==> config.mk <==
export PLATFORM = sky130hd
export DESIGN_NAME = rf_power_ctrl
export DESIGN_NICKNAME = d
export VERILOG_FILES = /design/src/rtl/rf_pg_pkg.sv /design/src/rtl/rf_power_ctrl.sv
export SDC_FILE = /design/constraint.sdc
export NUM_CORES = 1
export LEC_CHECK = 0
export BUFFER_PORTS_ARGS = -buffer_cell sky130_fd_sc_hd__buf_4
export CORE_AREA = 4 4 41 43
export DETAILED_ROUTE_END_ITERATION = 10
export DIE_AREA = 0 0 45 47
export PLACE_DENSITY = 0.3
export SYNTH_ARGS = -nofsm -noshare
export SYNTH_HDL_FRONTEND = slang
export SYNTH_SLANG_ARGS = --single-unit
==> constraint.sdc <==
create_clock -name clk -period 3.4 [get_ports clk]
set_input_delay 0.68 -clock clk [delete_from_list [all_inputs] [get_ports clk]]
set_output_delay 0.68 -clock clk [all_outputs]
set_load 0.01 [all_outputs]
==> src/rtl/rf_pg_pkg.sv <==
// Shared constants for the power-gated register file, with one clock and full-entry writes only
package rf_pg_pkg;

    // ----------------------------------------------------------------------
    // Array geometry
    // ----------------------------------------------------------------------

    // Logical view seen by the bus
    localparam int RF_DEPTH  = 512;
    localparam int RF_ADDR_W = 9;
    localparam int RF_DATA_W = 15;

    // The macro is one bit wider than the logical word
    localparam int RF_PHYS_W = 16;

    // Cycles for the power-enable chain to echo a change on its input
    localparam int PWR_CHAIN_DELAY = 4;

    // ----------------------------------------------------------------------
    // Bus and register map
    // ----------------------------------------------------------------------

    localparam int AXI_ADDR_W = 12;
    localparam int AXI_DATA_W = 32;

    // Everything below CTRL_ADDR is the word window onto the array
    // Bit 0 of the control register requests power-down
    localparam logic [AXI_ADDR_W-1:0] CTRL_ADDR = 12'h800;

    // Status bit 0 is powered and usable, bit 1 is isolated
    localparam logic [AXI_ADDR_W-1:0] STAT_ADDR = 12'h804;

    // Power-gating sequencer states, in the order they are visited
    typedef enum logic [2:0] {
        PG_ON,
        PG_ISOLATE,
        PG_PWR_DOWN,
        PG_OFF,
        PG_PWR_UP,
        PG_DEISOLATE
    } pg_state_e;

    // Response codes as encoded on BRESP and RRESP
    typedef enum logic [1:0] {
        RESP_OKAY   = 2'b00,
        RESP_SLVERR = 2'b10
    } axi_resp_e;

endpackage

==> src/rtl/rf_power_ctrl.sv <==
// Power-gating sequencer, waits on the echoed enable so any chain delay works
`timescale 1ns/1ps

module rf_power_ctrl import rf_pg_pkg::*; (
     input  logic clk
    ,input  logic rst_n
    ,input  logic pg_req
    ,input  logic pwr_enable_b_out
    ,output logic pgcb_isol_en
    ,output logic pwr_enable_b_in
    ,output logic pg_ready
    ,output logic pg_isolated
);

pg_state_e state_q;
pg_state_e state_d;

// ----------------------------------------------------------------------
// Next state
// ----------------------------------------------------------------------

always_comb begin
    state_d = state_q;
    case (state_q)
        PG_ON: begin
            if (pg_req) begin
                state_d = PG_ISOLATE;
            end
        end
        // Clamps settle for one cycle before the rails drop
        PG_ISOLATE: begin
            state_d = PG_PWR_DOWN;
        end
        // Stay here until the whole chain reports off
        PG_PWR_DOWN: begin
            if (pwr_enable_b_out) begin
                state_d = PG_OFF;
            end
        end
        PG_OFF: begin
            if (!pg_req) begin
                state_d = PG_PWR_UP;
            end
        end
        // Stay here until the whole chain reports on
        PG_PWR_UP: begin
            if (!pwr_enable_b_out) begin
                state_d = PG_DEISOLATE;
            end
        end
        PG_DEISOLATE: begin
            state_d = PG_ON;
        end
        default: begin
            state_d = PG_ON;
        end
    endcase
end

always_ff @(posedge clk or negedge rst_n) begin
    if (!rst_n) begin
        state_q <= PG_ON;
    end else begin
        state_q <= state_d;
    end
end

// ----------------------------------------------------------------------
// Outputs
// ----------------------------------------------------------------------

// Isolation wraps the whole time the rails are not fully on
assign pgcb_isol_en    = state_q inside {PG_ISOLATE, PG_PWR_DOWN, PG_OFF, PG_PWR_UP};
assign pwr_enable_b_in = state_q inside {PG_PWR_DOWN, PG_OFF};

// Only a fully settled array is offered to the bus
assign pg_ready    = state_q == PG_ON;
assign pg_isolated = pgcb_isol_en;

endmodule

==> impl_table.tex <==
\begin{tabular}{lr}
\hline
Metric & Value \\
\hline
\multicolumn{2}{l}{\textbf{Route}} \\
Iteration-0 DRC Markers & 8 \\
Average routed wire per standard cell & 9.15 um \\
Final routed wirelength across all metal layers & 375 um \\
Number of nets with antenna violations after routing & 0 \\
Vias & 154 \\
First-pass detailed-route iteration total & 4 \\
DR vias/cell & 3.76 \\
Post-route DRC violation count & 0 \\
\multicolumn{2}{l}{\textbf{Global route}} \\
Pin count of the biggest net entering global routing & 8 \\
Number of antenna violations at the first check in global routing & 0 \\
Number of global-route vias before repair & 138 \\
Global-route congestion overflow total & 0 \\
Overall track demand over capacity in global routing & 0.0404 \\
Wire length of the first global-routing pass & 545 um \\
\multicolumn{2}{l}{\textbf{Logic synthesis}} \\
Number of standard cells after synthesis & 16 \\
Number of different library cells in the post-synthesis netlist & 14 \\
Avg Cell Area, Syn & 10.6 sq um \\
Cells taking the most area after synthesis & sky130\_fd\_sc\_hd\_\_dfrtp\_1 (44\%), sky130\_fd\_sc\_hd\_\_mux2i\_1 (5.9\%), sky130\_fd\_sc\_hd\_\_a22o\_1 (5.1\%) \\
Fraction of synthesized cell area taken by the top area cell type & 0.441 \\
Syn. warnings & 0 \\
Post-Synthesis Net Count & 20 \\
Number of register bits inferred by synthesis & 3 \\
Library cell occupying the most area in the post-synthesis netlist & sky130\_fd\_sc\_hd\_\_dfrtp\_1 \\
Sequential-to-total area share from yosys stat & 0.441 \\
Post-synthesis instance area & 170 sq um \\
\multicolumn{2}{l}{\textbf{Timing}} \\
Top achievable clock speed & 516 MHz \\
Count of pins over their slew limit & 0 \\
Max\_slew headroom & 0.815 \\
Final setup violation count & 0 \\
Unrepaired setup endpoints after global routing & no \\
Worst Max-Slew Pin Slew & 0.276 ns \\
Clock Skew & 0.000440 ns \\
Setup TNS & 0 ns \\
Hold Vio Cnt, Final & 0 \\
Final Worst Setup Slack & 1.46 ns \\
Share of the clock period used by the worst path & 0.570 \\
Min Clock Period, post-route & 1.94 ns \\
\multicolumn{2}{l}{\textbf{Finish}} \\
Max reg flops & 3 \\
Share of layout cells above drive strength 1 & 0.462 \\
Final Util & 0.200 \\
Largest registers ranked by flip-flop count & state\_q x3 \\
Count of nets after finishing & 31 \\
Number of diodes added for antenna fixing & 0 \\
Post-Layout Cell Count & 41 \\
Most common library cell in the layout ignoring fill and taps & sky130\_fd\_sc\_hd\_\_buf\_4 \\
Register with the most flip-flops & state\_q \\
Commonest cells after routing, fill and taps aside & sky130\_fd\_sc\_hd\_\_buf\_4 (7), sky130\_fd\_sc\_hd\_\_clkbuf\_4 (3), sky130\_fd\_sc\_hd\_\_dfrtp\_1 (3) \\
Area Growth Syn to Fin & 52.9\% \\
\multicolumn{2}{l}{\textbf{Placed design}} \\
Number of cells after detailed placement & 37 \\
Worst setup timing slack at the placement stage & 1.69 ns \\
Placer's final routability congestion estimate & 0.659 \\
Count of input and output buffers & 7 \\
Post-detail-place hpwl & 307 um \\
\multicolumn{2}{l}{\textbf{Floorplan}} \\
Initial Utilization & 0.131 \\
Die Y-Extent & 47 um \\
Core ar. & 1300 sq um \\
I/O pin count & 8 \\
Num rows & 13 \\
Die ar. & 2120 sq um \\
DIE WIDTH & 45 um \\
\multicolumn{2}{l}{\textbf{Clock tree}} \\
CTS sink count & 3 \\
Largest buffer count on any clock path & 2 \\
Clock-pin slew of the registers on the worst-case setup and hold paths & 0.04 ns \\
Post-CTS setup repair buffer count & 0 \\
Latest clock arrival within the worst-skew pair & 0.23 ns \\
Hold buffer count at cts & 0 \\
Maximum level of the CTS H-tree & 1 \\
Resize count post-CTS & 0 \\
TritonCTS Buffers & 3 \\
Clock tree from TritonCTS & built \\
CTS root buf & sky130\_fd\_sc\_hd\_\_clkbuf\_4 \\
\multicolumn{2}{l}{\textbf{Setup path}} \\
Register-to-Register Setup Slack & 2.43 ns \\
Data required time of the critical path & 2.72 ns \\
Startpoint type of the worst setup path & flip-flop \\
Data arrival time of the critical path & 1.26 ns \\
Nature of the critical path endpoint & primary output \\
Category of the most critical setup path & reg2out \\
Crit Reg-Reg Startpoint & state\_q[1] \\
Worst setup path start & state\_q[1] \\
Worst-case reg-to-reg path depth & 3 \\
Worst setup path endpoint & pgcb\_isol\_en \\
Crit Path Max Fanout & 6 \\
Reg2Reg Capture Point & state\_q[0] \\
\multicolumn{2}{l}{\textbf{Power and ir drop}} \\
Pwr/cell area & 1110 nW/um\^{}2 \\
Standby leakage power & 0.115 nW \\
Worst voltage drop across the vdd grid & 0.210 mV \\
\multicolumn{2}{l}{\textbf{Outcome}} \\
Status & complete, no violations \\
\multicolumn{2}{l}{\textbf{Run}} \\
Reported max-cap violation count & 0 \\
\multicolumn{2}{l}{\textbf{Hold path}} \\
Class of the most critical hold timing path & in2async \\
\hline
\end{tabular}
[power breakdown]
| group | switching (mW) | internal, mW |
|---|---|---|
| sequential | 0.0283 | 0.0528 |
| clock | 0.0178 | 0.0439 |
| combinational | 0.0631 | 0.0820 |
[routing by layer]
layer	part of all wire	track usage	vias up
li1	-	-	77
met1	0.42	0.0458	73
met2	0.53	0.0452	4
met3	0.045	0.0115	0
met4	0	0.0702	0
met5	0	0	-
[cell families (layout without fill, tap and decap cells)]
family | after synthesis | count (layout) | synth area share
muxes | 1 | 1 | 0.0588
and+or+nand+nor | 6 | 6 | 0.213
buffers and inverters | 1 | 11 | 0.0441
AOI/OAI and AO/OA | 4 | 4 | 0.191
DFF | 3 | 3 | 0.441
xor gates and xnor gates | 1 | 1 | 0.0515
[cells in the mapped netlist]
cell,instances
sky130_fd_sc_hd__xnor2_1,1
sky130_fd_sc_hd__nor2b_1,1
sky130_fd_sc_hd__o21a_1,1
sky130_fd_sc_hd__a22o_1,1
sky130_fd_sc_hd__mux2i_1,1
sky130_fd_sc_hd__o21ai_2,1
sky130_fd_sc_hd__nor3_1,1
sky130_fd_sc_hd__nor2b_2,1
sky130_fd_sc_hd__buf_4,1
sky130_fd_sc_hd__nor2_1,1
sky130_fd_sc_hd__nand3b_1,1
sky130_fd_sc_hd__nand3_1,1
sky130_fd_sc_hd__a211oi_1,1
sky130_fd_sc_hd__dfrtp_1,3
[critical path, stage by stage, from the launching register on]
cell                      delay (ns)
sky130_fd_sc_hd__dfrtp_1        0.43
sky130_fd_sc_hd__nor2_1         0.26
sky130_fd_sc_hd__xnor2_1        0.18
sky130_fd_sc_hd__buf_4          0.15
[final cells by class]
cell class,count,area [sq um]
Fill cell,158,1040
Multi-Input combinational cell,12,87.6
Sequential cell,3,75.1
Timing Repair Buffer,7,52.6
Clock buffer,4,26.3
Tap cell,15,18.8
[stage by stage]
step           hold slack, ns  instance area, sq um  power (mW)
2_1_floorplan           0.384                   170       0.171
3_3_place_gp            0.474                   234       0.232
3_5_place_dp            0.472                   234       0.230
4_1_cts                 0.222                   260       0.295
5_1_grt                 0.218                   260       0.309
6_report                0.230                   260       0.288
[worst min path at each step]
stage / from / end / slack [ns] / depth (start not counted)
after floorplan: rst_n / state_q[0] / 0.38 / 0
after global placement: rst_n / state_q[1] / 0.47 / 1
after detailed placement: rst_n / state_q[1] / 0.47 / 1
after CTS: rst_n / state_q[2] / 0.22 / 1
after global routing: rst_n / state_q[2] / 0.22 / 1
final: rst_n / state_q[2] / 0.23 / 1
No activity file was read; power rests on OpenSTA's default activity.
