## config.mk

```make
export PLATFORM = sky130hd
export DESIGN_NAME = rf_axil_slave
export DESIGN_NICKNAME = d
export VERILOG_FILES = /design/src/rtl/rf_pg_pkg.sv /design/src/rtl/rf_axil_slave.sv
export SDC_FILE = /design/constraint.sdc
export NUM_CORES = 1
export LEC_CHECK = 0
export BUFFER_PORTS_ARGS = -buffer_cell sky130_fd_sc_hd__clkbuf_2
export CAP_MARGIN = 15
export CELL_PAD_IN_SITES_DETAIL_PLACEMENT = 0
export CELL_PAD_IN_SITES_GLOBAL_PLACEMENT = 2
export CORE_MARGIN = 4
export CORE_UTILIZATION = 18
export CTS_CLUSTER_DIAMETER = 30
export DETAILED_ROUTE_END_ITERATION = 16
export GPL_ROUTABILITY_DRIVEN = 0
export HOLD_SLACK_MARGIN = 0.08
export PLACE_DENSITY_LB_ADDON = 0.2
export SLEW_MARGIN = 15
export SYNTH_ARGS = -nofsm -noshare
export SYNTH_HDL_FRONTEND = slang
export SYNTH_SLANG_ARGS = --single-unit
```

## constraint.sdc

```tcl
create_clock -name clk -period 1.1 [get_ports clk]
set_input_delay 0.22 -clock clk [delete_from_list [all_inputs] [get_ports clk]]
set_output_delay 0.22 -clock clk [all_outputs]
set_load 0.03 [all_outputs]
```

## src/rtl/rf_pg_pkg.sv

```systemverilog
// Shared constants for the power-gated register file, with one clock and full-entry writes only
package rf_pg_pkg;

    // ----------------------------------------------------------------------
    // Array geometry
    // ----------------------------------------------------------------------

    // Logical view seen by the bus
    localparam int RF_DEPTH  = 512;
    localparam int RF_ADDR_W = 9;
    localparam int RF_DATA_W = 15;

    // The macro is one bit wider than the logical word
    localparam int RF_PHYS_W = 16;

    // Cycles for the power-enable chain to echo a change on its input
    localparam int PWR_CHAIN_DELAY = 4;

    // ----------------------------------------------------------------------
    // Bus and register map
    // ----------------------------------------------------------------------

    localparam int AXI_ADDR_W = 12;
    localparam int AXI_DATA_W = 32;

    // Everything below CTRL_ADDR is the word window onto the array
    // Bit 0 of the control register requests power-down
    localparam logic [AXI_ADDR_W-1:0] CTRL_ADDR = 12'h800;

    // Status bit 0 is powered and usable, bit 1 is isolated
    localparam logic [AXI_ADDR_W-1:0] STAT_ADDR = 12'h804;

    // Power-gating sequencer states, in the order they are visited
    typedef enum logic [2:0] {
        PG_ON,
        PG_ISOLATE,
        PG_PWR_DOWN,
        PG_OFF,
        PG_PWR_UP,
        PG_DEISOLATE
    } pg_state_e;

    // Response codes as encoded on BRESP and RRESP
    typedef enum logic [1:0] {
        RESP_OKAY   = 2'b00,
        RESP_SLVERR = 2'b10
    } axi_resp_e;

endpackage

```

## src/rtl/rf_axil_slave.sv

```systemverilog
// AXI4-Lite slave, one transfer per channel in flight, no write strobes
`timescale 1ns/1ps

module rf_axil_slave import rf_pg_pkg::*; (
     input  logic                  clk
    ,input  logic                  rst_n

    // Write address, data and response channels
    ,input  logic                  awvalid
    ,output logic                  awready
    ,input  logic [AXI_ADDR_W-1:0] awaddr
    ,input  logic                  wvalid
    ,output logic                  wready
    ,input  logic [AXI_DATA_W-1:0] wdata
    ,output logic                  bvalid
    ,input  logic                  bready
    ,output axi_resp_e             bresp

    // Read address and data channels
    ,input  logic                  arvalid
    ,output logic                  arready
    ,input  logic [AXI_ADDR_W-1:0] araddr
    ,output logic                  rvalid
    ,input  logic                  rready
    ,output logic [AXI_DATA_W-1:0] rdata
    ,output axi_resp_e             rresp

    // Register file ports
    ,output logic                  rf_we
    ,output logic [RF_ADDR_W-1:0]  rf_waddr
    ,output logic [RF_DATA_W-1:0]  rf_wdata
    ,output logic                  rf_re
    ,output logic [RF_ADDR_W-1:0]  rf_raddr
    ,input  logic [RF_DATA_W-1:0]  rf_rdata

    // Power sequencer
    ,output logic                  pg_req
    ,input  logic                  pg_ready
    ,input  logic                  pg_isolated
);

logic                  wr_ready_q;
logic                  wr_fire;
logic                  wr_in_window;
logic                  wr_is_reg;
axi_resp_e             wr_resp;
logic                  ctrl_q;

logic                  rd_fire;
logic                  rd_in_window;
logic                  rd_is_ctrl;
logic                  rd_is_stat;
axi_resp_e             rd_resp;
logic [AXI_DATA_W-1:0] rd_reg_data;
logic                  rd_s1_q;
logic                  rd_s2_q;
logic                  rd_from_rf_q;
logic [RF_ADDR_W-1:0]  raddr_q;
axi_resp_e             rd_resp_q;
logic [AXI_DATA_W-1:0] rd_reg_data_q;

// ----------------------------------------------------------------------
// Write path
// ----------------------------------------------------------------------

assign awready = wr_ready_q;
assign wready  = wr_ready_q;
assign wr_fire = awvalid && wvalid && wr_ready_q;

assign wr_in_window = awaddr < CTRL_ADDR;
assign wr_is_reg    = (awaddr == CTRL_ADDR) || (awaddr == STAT_ADDR);

// Window writes need a powered array, status writes are accepted and ignored
assign wr_resp = ((wr_in_window && pg_ready) || wr_is_reg) ? RESP_OKAY : RESP_SLVERR;

// The entry is written on the acceptance edge itself
assign rf_we    = wr_fire && wr_in_window && pg_ready;
assign rf_waddr = awaddr[RF_ADDR_W+1:2];
assign rf_wdata = wdata[RF_DATA_W-1:0];

always_ff @(posedge clk or negedge rst_n) begin
    if (!rst_n) begin
        wr_ready_q <= 1'b0;
        bvalid     <= 1'b0;
        ctrl_q     <= 1'b0;
    end else begin
        // Single-cycle ready pulse once address and data are both present
        wr_ready_q <= !wr_ready_q && awvalid && wvalid && !bvalid;
        if (wr_fire) begin
            bvalid <= 1'b1;
            if (awaddr == CTRL_ADDR) begin
                ctrl_q <= wdata[0];
            end
        end else if (bready) begin
            bvalid <= 1'b0;
        end
    end
end

always_ff @(posedge clk) begin
    if (wr_fire) begin
        bresp <= wr_resp;
    end
end

assign pg_req = ctrl_q;

// ----------------------------------------------------------------------
// Read path
// ----------------------------------------------------------------------

assign rd_fire      = arvalid && arready;
assign rd_in_window = araddr < CTRL_ADDR;
assign rd_is_ctrl   = araddr == CTRL_ADDR;
assign rd_is_stat   = araddr == STAT_ADDR;

assign rd_resp = ((rd_in_window && pg_ready) || rd_is_ctrl || rd_is_stat) ?
                 RESP_OKAY : RESP_SLVERR;

// Register values are sampled at acceptance, unmapped and unpowered reads give zero
always_comb begin
    rd_reg_data = '0;
    if (rd_is_ctrl) begin
        rd_reg_data[0] = ctrl_q;
    end
    if (rd_is_stat) begin
        rd_reg_data[1:0] = {pg_isolated, pg_ready};
    end
end

// Macro read is issued the cycle after acceptance
assign rf_re    = rd_s1_q && rd_from_rf_q;
assign rf_raddr = raddr_q;

always_ff @(posedge clk or negedge rst_n) begin
    if (!rst_n) begin
        arready <= 1'b0;
        rd_s1_q <= 1'b0;
        rd_s2_q <= 1'b0;
        rvalid  <= 1'b0;
    end else begin
        rd_s1_q <= rd_fire;
        rd_s2_q <= rd_s1_q;
        // Reopen the address channel only once the previous response has gone
        if (rd_fire) begin
            arready <= 1'b0;
        end else if (!rd_s1_q && !rd_s2_q && !rvalid) begin
            arready <= 1'b1;
        end
        if (rd_s2_q) begin
            rvalid <= 1'b1;
        end else if (rready) begin
            rvalid <= 1'b0;
        end
    end
end

always_ff @(posedge clk) begin
    if (rd_fire) begin
        raddr_q       <= araddr[RF_ADDR_W+1:2];
        rd_from_rf_q  <= rd_in_window && pg_ready;
        rd_resp_q     <= rd_resp;
        rd_reg_data_q <= rd_reg_data;
    end
    // Macro output register is valid two cycles after acceptance
    if (rd_s2_q) begin
        rdata <= rd_from_rf_q ? {{(AXI_DATA_W-RF_DATA_W){1'b0}}, rf_rdata} : rd_reg_data_q;
        rresp <= rd_resp_q;
    end
end

endmodule

```

==> impl_metrics.json <==
{
  "status": "finished with violations",
  "violations": "negative setup slack",
  "cts_root_buf": "clkbuf_8",
  "skew_ns": 0.006642,
  "yosysTopAreaCell": "edfxtp_1",
  "setup_slack_ns": -0.2471,
  "peakVddDrop_mv": 0.6077,
  "holdWs_ns": 0.1177,
  "seqCellArea_sq_um": 1079,
  "netlist_instances": 129,
  "end_kind": "output port",
  "stdcell_count": 349,
  "rsz0062_at_grt": "true",
  "synth_top_area_share_pct": 51.91,
  "dp_slack_ns": -0.1124,
  "ys_seq_elements": 37,
  "cts_tree": "yes",
  "hold_violations": 0,
  "vias": 1204,
  "setup_violations": 7,
  "path_depth": 3,
  "reg2reg_depth": 4,
  "start_util_pct": 18.60,
  "synth_area_sq_um": 1735,
  "ios": 157,
  "placed_cell_area_sq_um": 2212,
  "vias_per_cell": 3.450,
  "clk-insertion-delay-late_ns": 0.29,
  "hold_path.class": "in2reg",
  "antenna_found_initial": 0,
  "hold_depth": 1,
  "drive_gt1_share_pct": 64.09,
  "fp.coreArea_sq_um": 9328,
  "period_share_pct": 122.5,
  "cpPeakStageDelay_ns": 0.37,
  "grt_max_degree": 18,
  "placedCellCount": 336,
  "cts_buffer_depth": 2,
  "grt_pass1_vias": 1259,
  "die_h_microns": 106.2,
  "crit_type": "reg2out",
  "drtIter0Drc": 29,
  "total_leakage_power_nw": 1.192,
  "synth_area_leaders": "edfxtp_1, buf_4, dfrtp_1",
  "crit_top_cell": "and3_4",
  "numCtsBuffers": 5,
  "avgSynthCellArea_sq_um": 13.45,
  "grt_pass1_wl_microns": 6127,
  "nNetsFinal": 299,
  "worstPathArrival_ns": 1.13,
  "yosysWarnings": 0,
  "multi_input_area_sq_um": 440.4,
  "io_buffer_count": 92,
  "grt_overflow_total": 0,
  "maxSlewViolCount": 0,
  "die_x_microns": 106.2,
  "r2r_slack_ns": -0.14,
  "syn_to_final_growth_pct": 49.10,
  "htreeDepth": 2,
  "clk_pin_slew_ns": 0.08,
  "yosysUniqueCellTypes": 25,
  "ant_nets": 0,
  "tns_ns": -1.035,
  "crit_family": "flip-flops",
  "fin_crit_ns": 1.347,
  "cp.required_ns": 0.88,
  "wirelength_microns": 4125,
  "crit_fanout": 2,
  "slowest_stage": "dfrtp_2",
  "max_freq_mhz": 742.3,
  "final_area_sq_um": 2587,
  "cts.sinks": 37,
  "drc": 0,
  "num-fill-cells": 974,
  "crit_buf_inv": 1,
  "row_count": 35,
  "first_pass_iters": 4,
  "antennaDiodeCount": 0,
  "power_mw": 4.698,
  "crit_chain": "and3_4 -> and3_4 -> buf_8",
  "die-area_sq_um": 11280,
  "p_per_area_nw_per_um2": 1816,
  "track_usage_pct": 6.910,
  "start_kind": "flop",
  "ys_seq_area_share_pct": 62.00,
  "maxCapViolations": 0,
  "finish.utilization_pct": 27.74,
  "wl_per_cell_microns": 11.82,
  "dp_hpwl_microns": 3316
}
cells in the mapped netlist (all sizes together):
library cell,n
dfrtp,7
nor2,4
nand4,1
a31oi,1
mux2,3
edfxtp,30
nor3,3
and4b,1
conb,1
and3,2
and2,15
nor4b,1
inv,3
clkbuf,1
nand3,1
nor3b,1
a32oi,1
a21o,2
nand2,2
nor2b,1
nor4,3
mux2i,1
buf,44
power by group:
part | switching, mW | total [mW] | internal [mW]
registers | 0.120 | 1.97 | 1.85
clock network | 0.513 | 1.19 | 0.679
logic | 0.909 | 1.54 | 0.627
total | 1.54 | 4.70 | 3.16
kinds of logic (layout without fill, tap and decap cells):
logic type / Yosys count / in the layout / share of synthesized area, %
and+or+nand+nor: 35 / 35 / 13.63
other: 1 / 19 / 0.2161
muxes: 4 / 4 / 2.523
DFF: 37 / 37 / 62.00
buffers and inverters: 48 / 121 / 19.90
AOI/OAI and AO/OA: 4 / 4 / 1.730
layout make-up:
cell class              instances  area share, %
repair buffers                110          30.17
inverters                       3         0.4352
flip-flops and latches         37          41.68
clock inverters                 3          1.789
multi-input cells              62          17.02
clock buffers                   5          2.660
well taps                     129          6.238
layout by cell type (no fill, tap or decap), types with 3 or more instances in the layout:
master and n:
nor3_1 3, and2_4 15, clkbuf_2 65, edfxtp_1 30
nor2_1 4, buf_6 14, clkbuf_8 7, dfrtp_1 5
mux2_4 3, inv_1 3, conb_1 19, buf_2 6
buf_4 14, buf_8 7
metal layers:
layer  track usage (%)  part of all wire [%]  up-vias
li1                  -                     -      561
met1             7.956                    37      554
met2             11.27                    50       79
met3             2.489                    11       10
met4             3.515                   1.5        0
met5                 0                     0        -
timing repair:
action | in CTS | in global routing
resized for setup | 41 | 52
cloned | 0 | 0
pin swaps | 1 | 0
hold endpoints to repair | 7 | 0
endpoints found under the setup margin | 31 | 43
setup buffers | 5 | 0
hold buffers | 1 | 0
sequential cells by signal, summed over array words and instances, names as in the netlist:
| register | flops |
|---|---|
| rresp | 1 |
| rd_resp_q | 1 |
| rd_s2_q | 1 |
| bresp | 1 |
| bvalid | 1 |
| pg_req | 1 |
| rdata | 15 |
| rd_from_rf_q | 1 |
| arready | 1 |
| rd_reg_data_q | 2 |
| rd_s1_q | 1 |
| rf_raddr | 9 |
| awready | 1 |
| rvalid | 1 |
final timing paths:
kind                               end  startpoint
min in group asynchronous       bvalid       rst_n
setup reg to reg                pg_req     awready
hold reg to reg                rd_s2_q     rd_s1_q
setup / recovery                 rf_we     awready
max in group asynchronous      arready       rst_n
hold / removal             rf_raddr[1]   araddr[3]
Power figures use the tool's default switching activity.
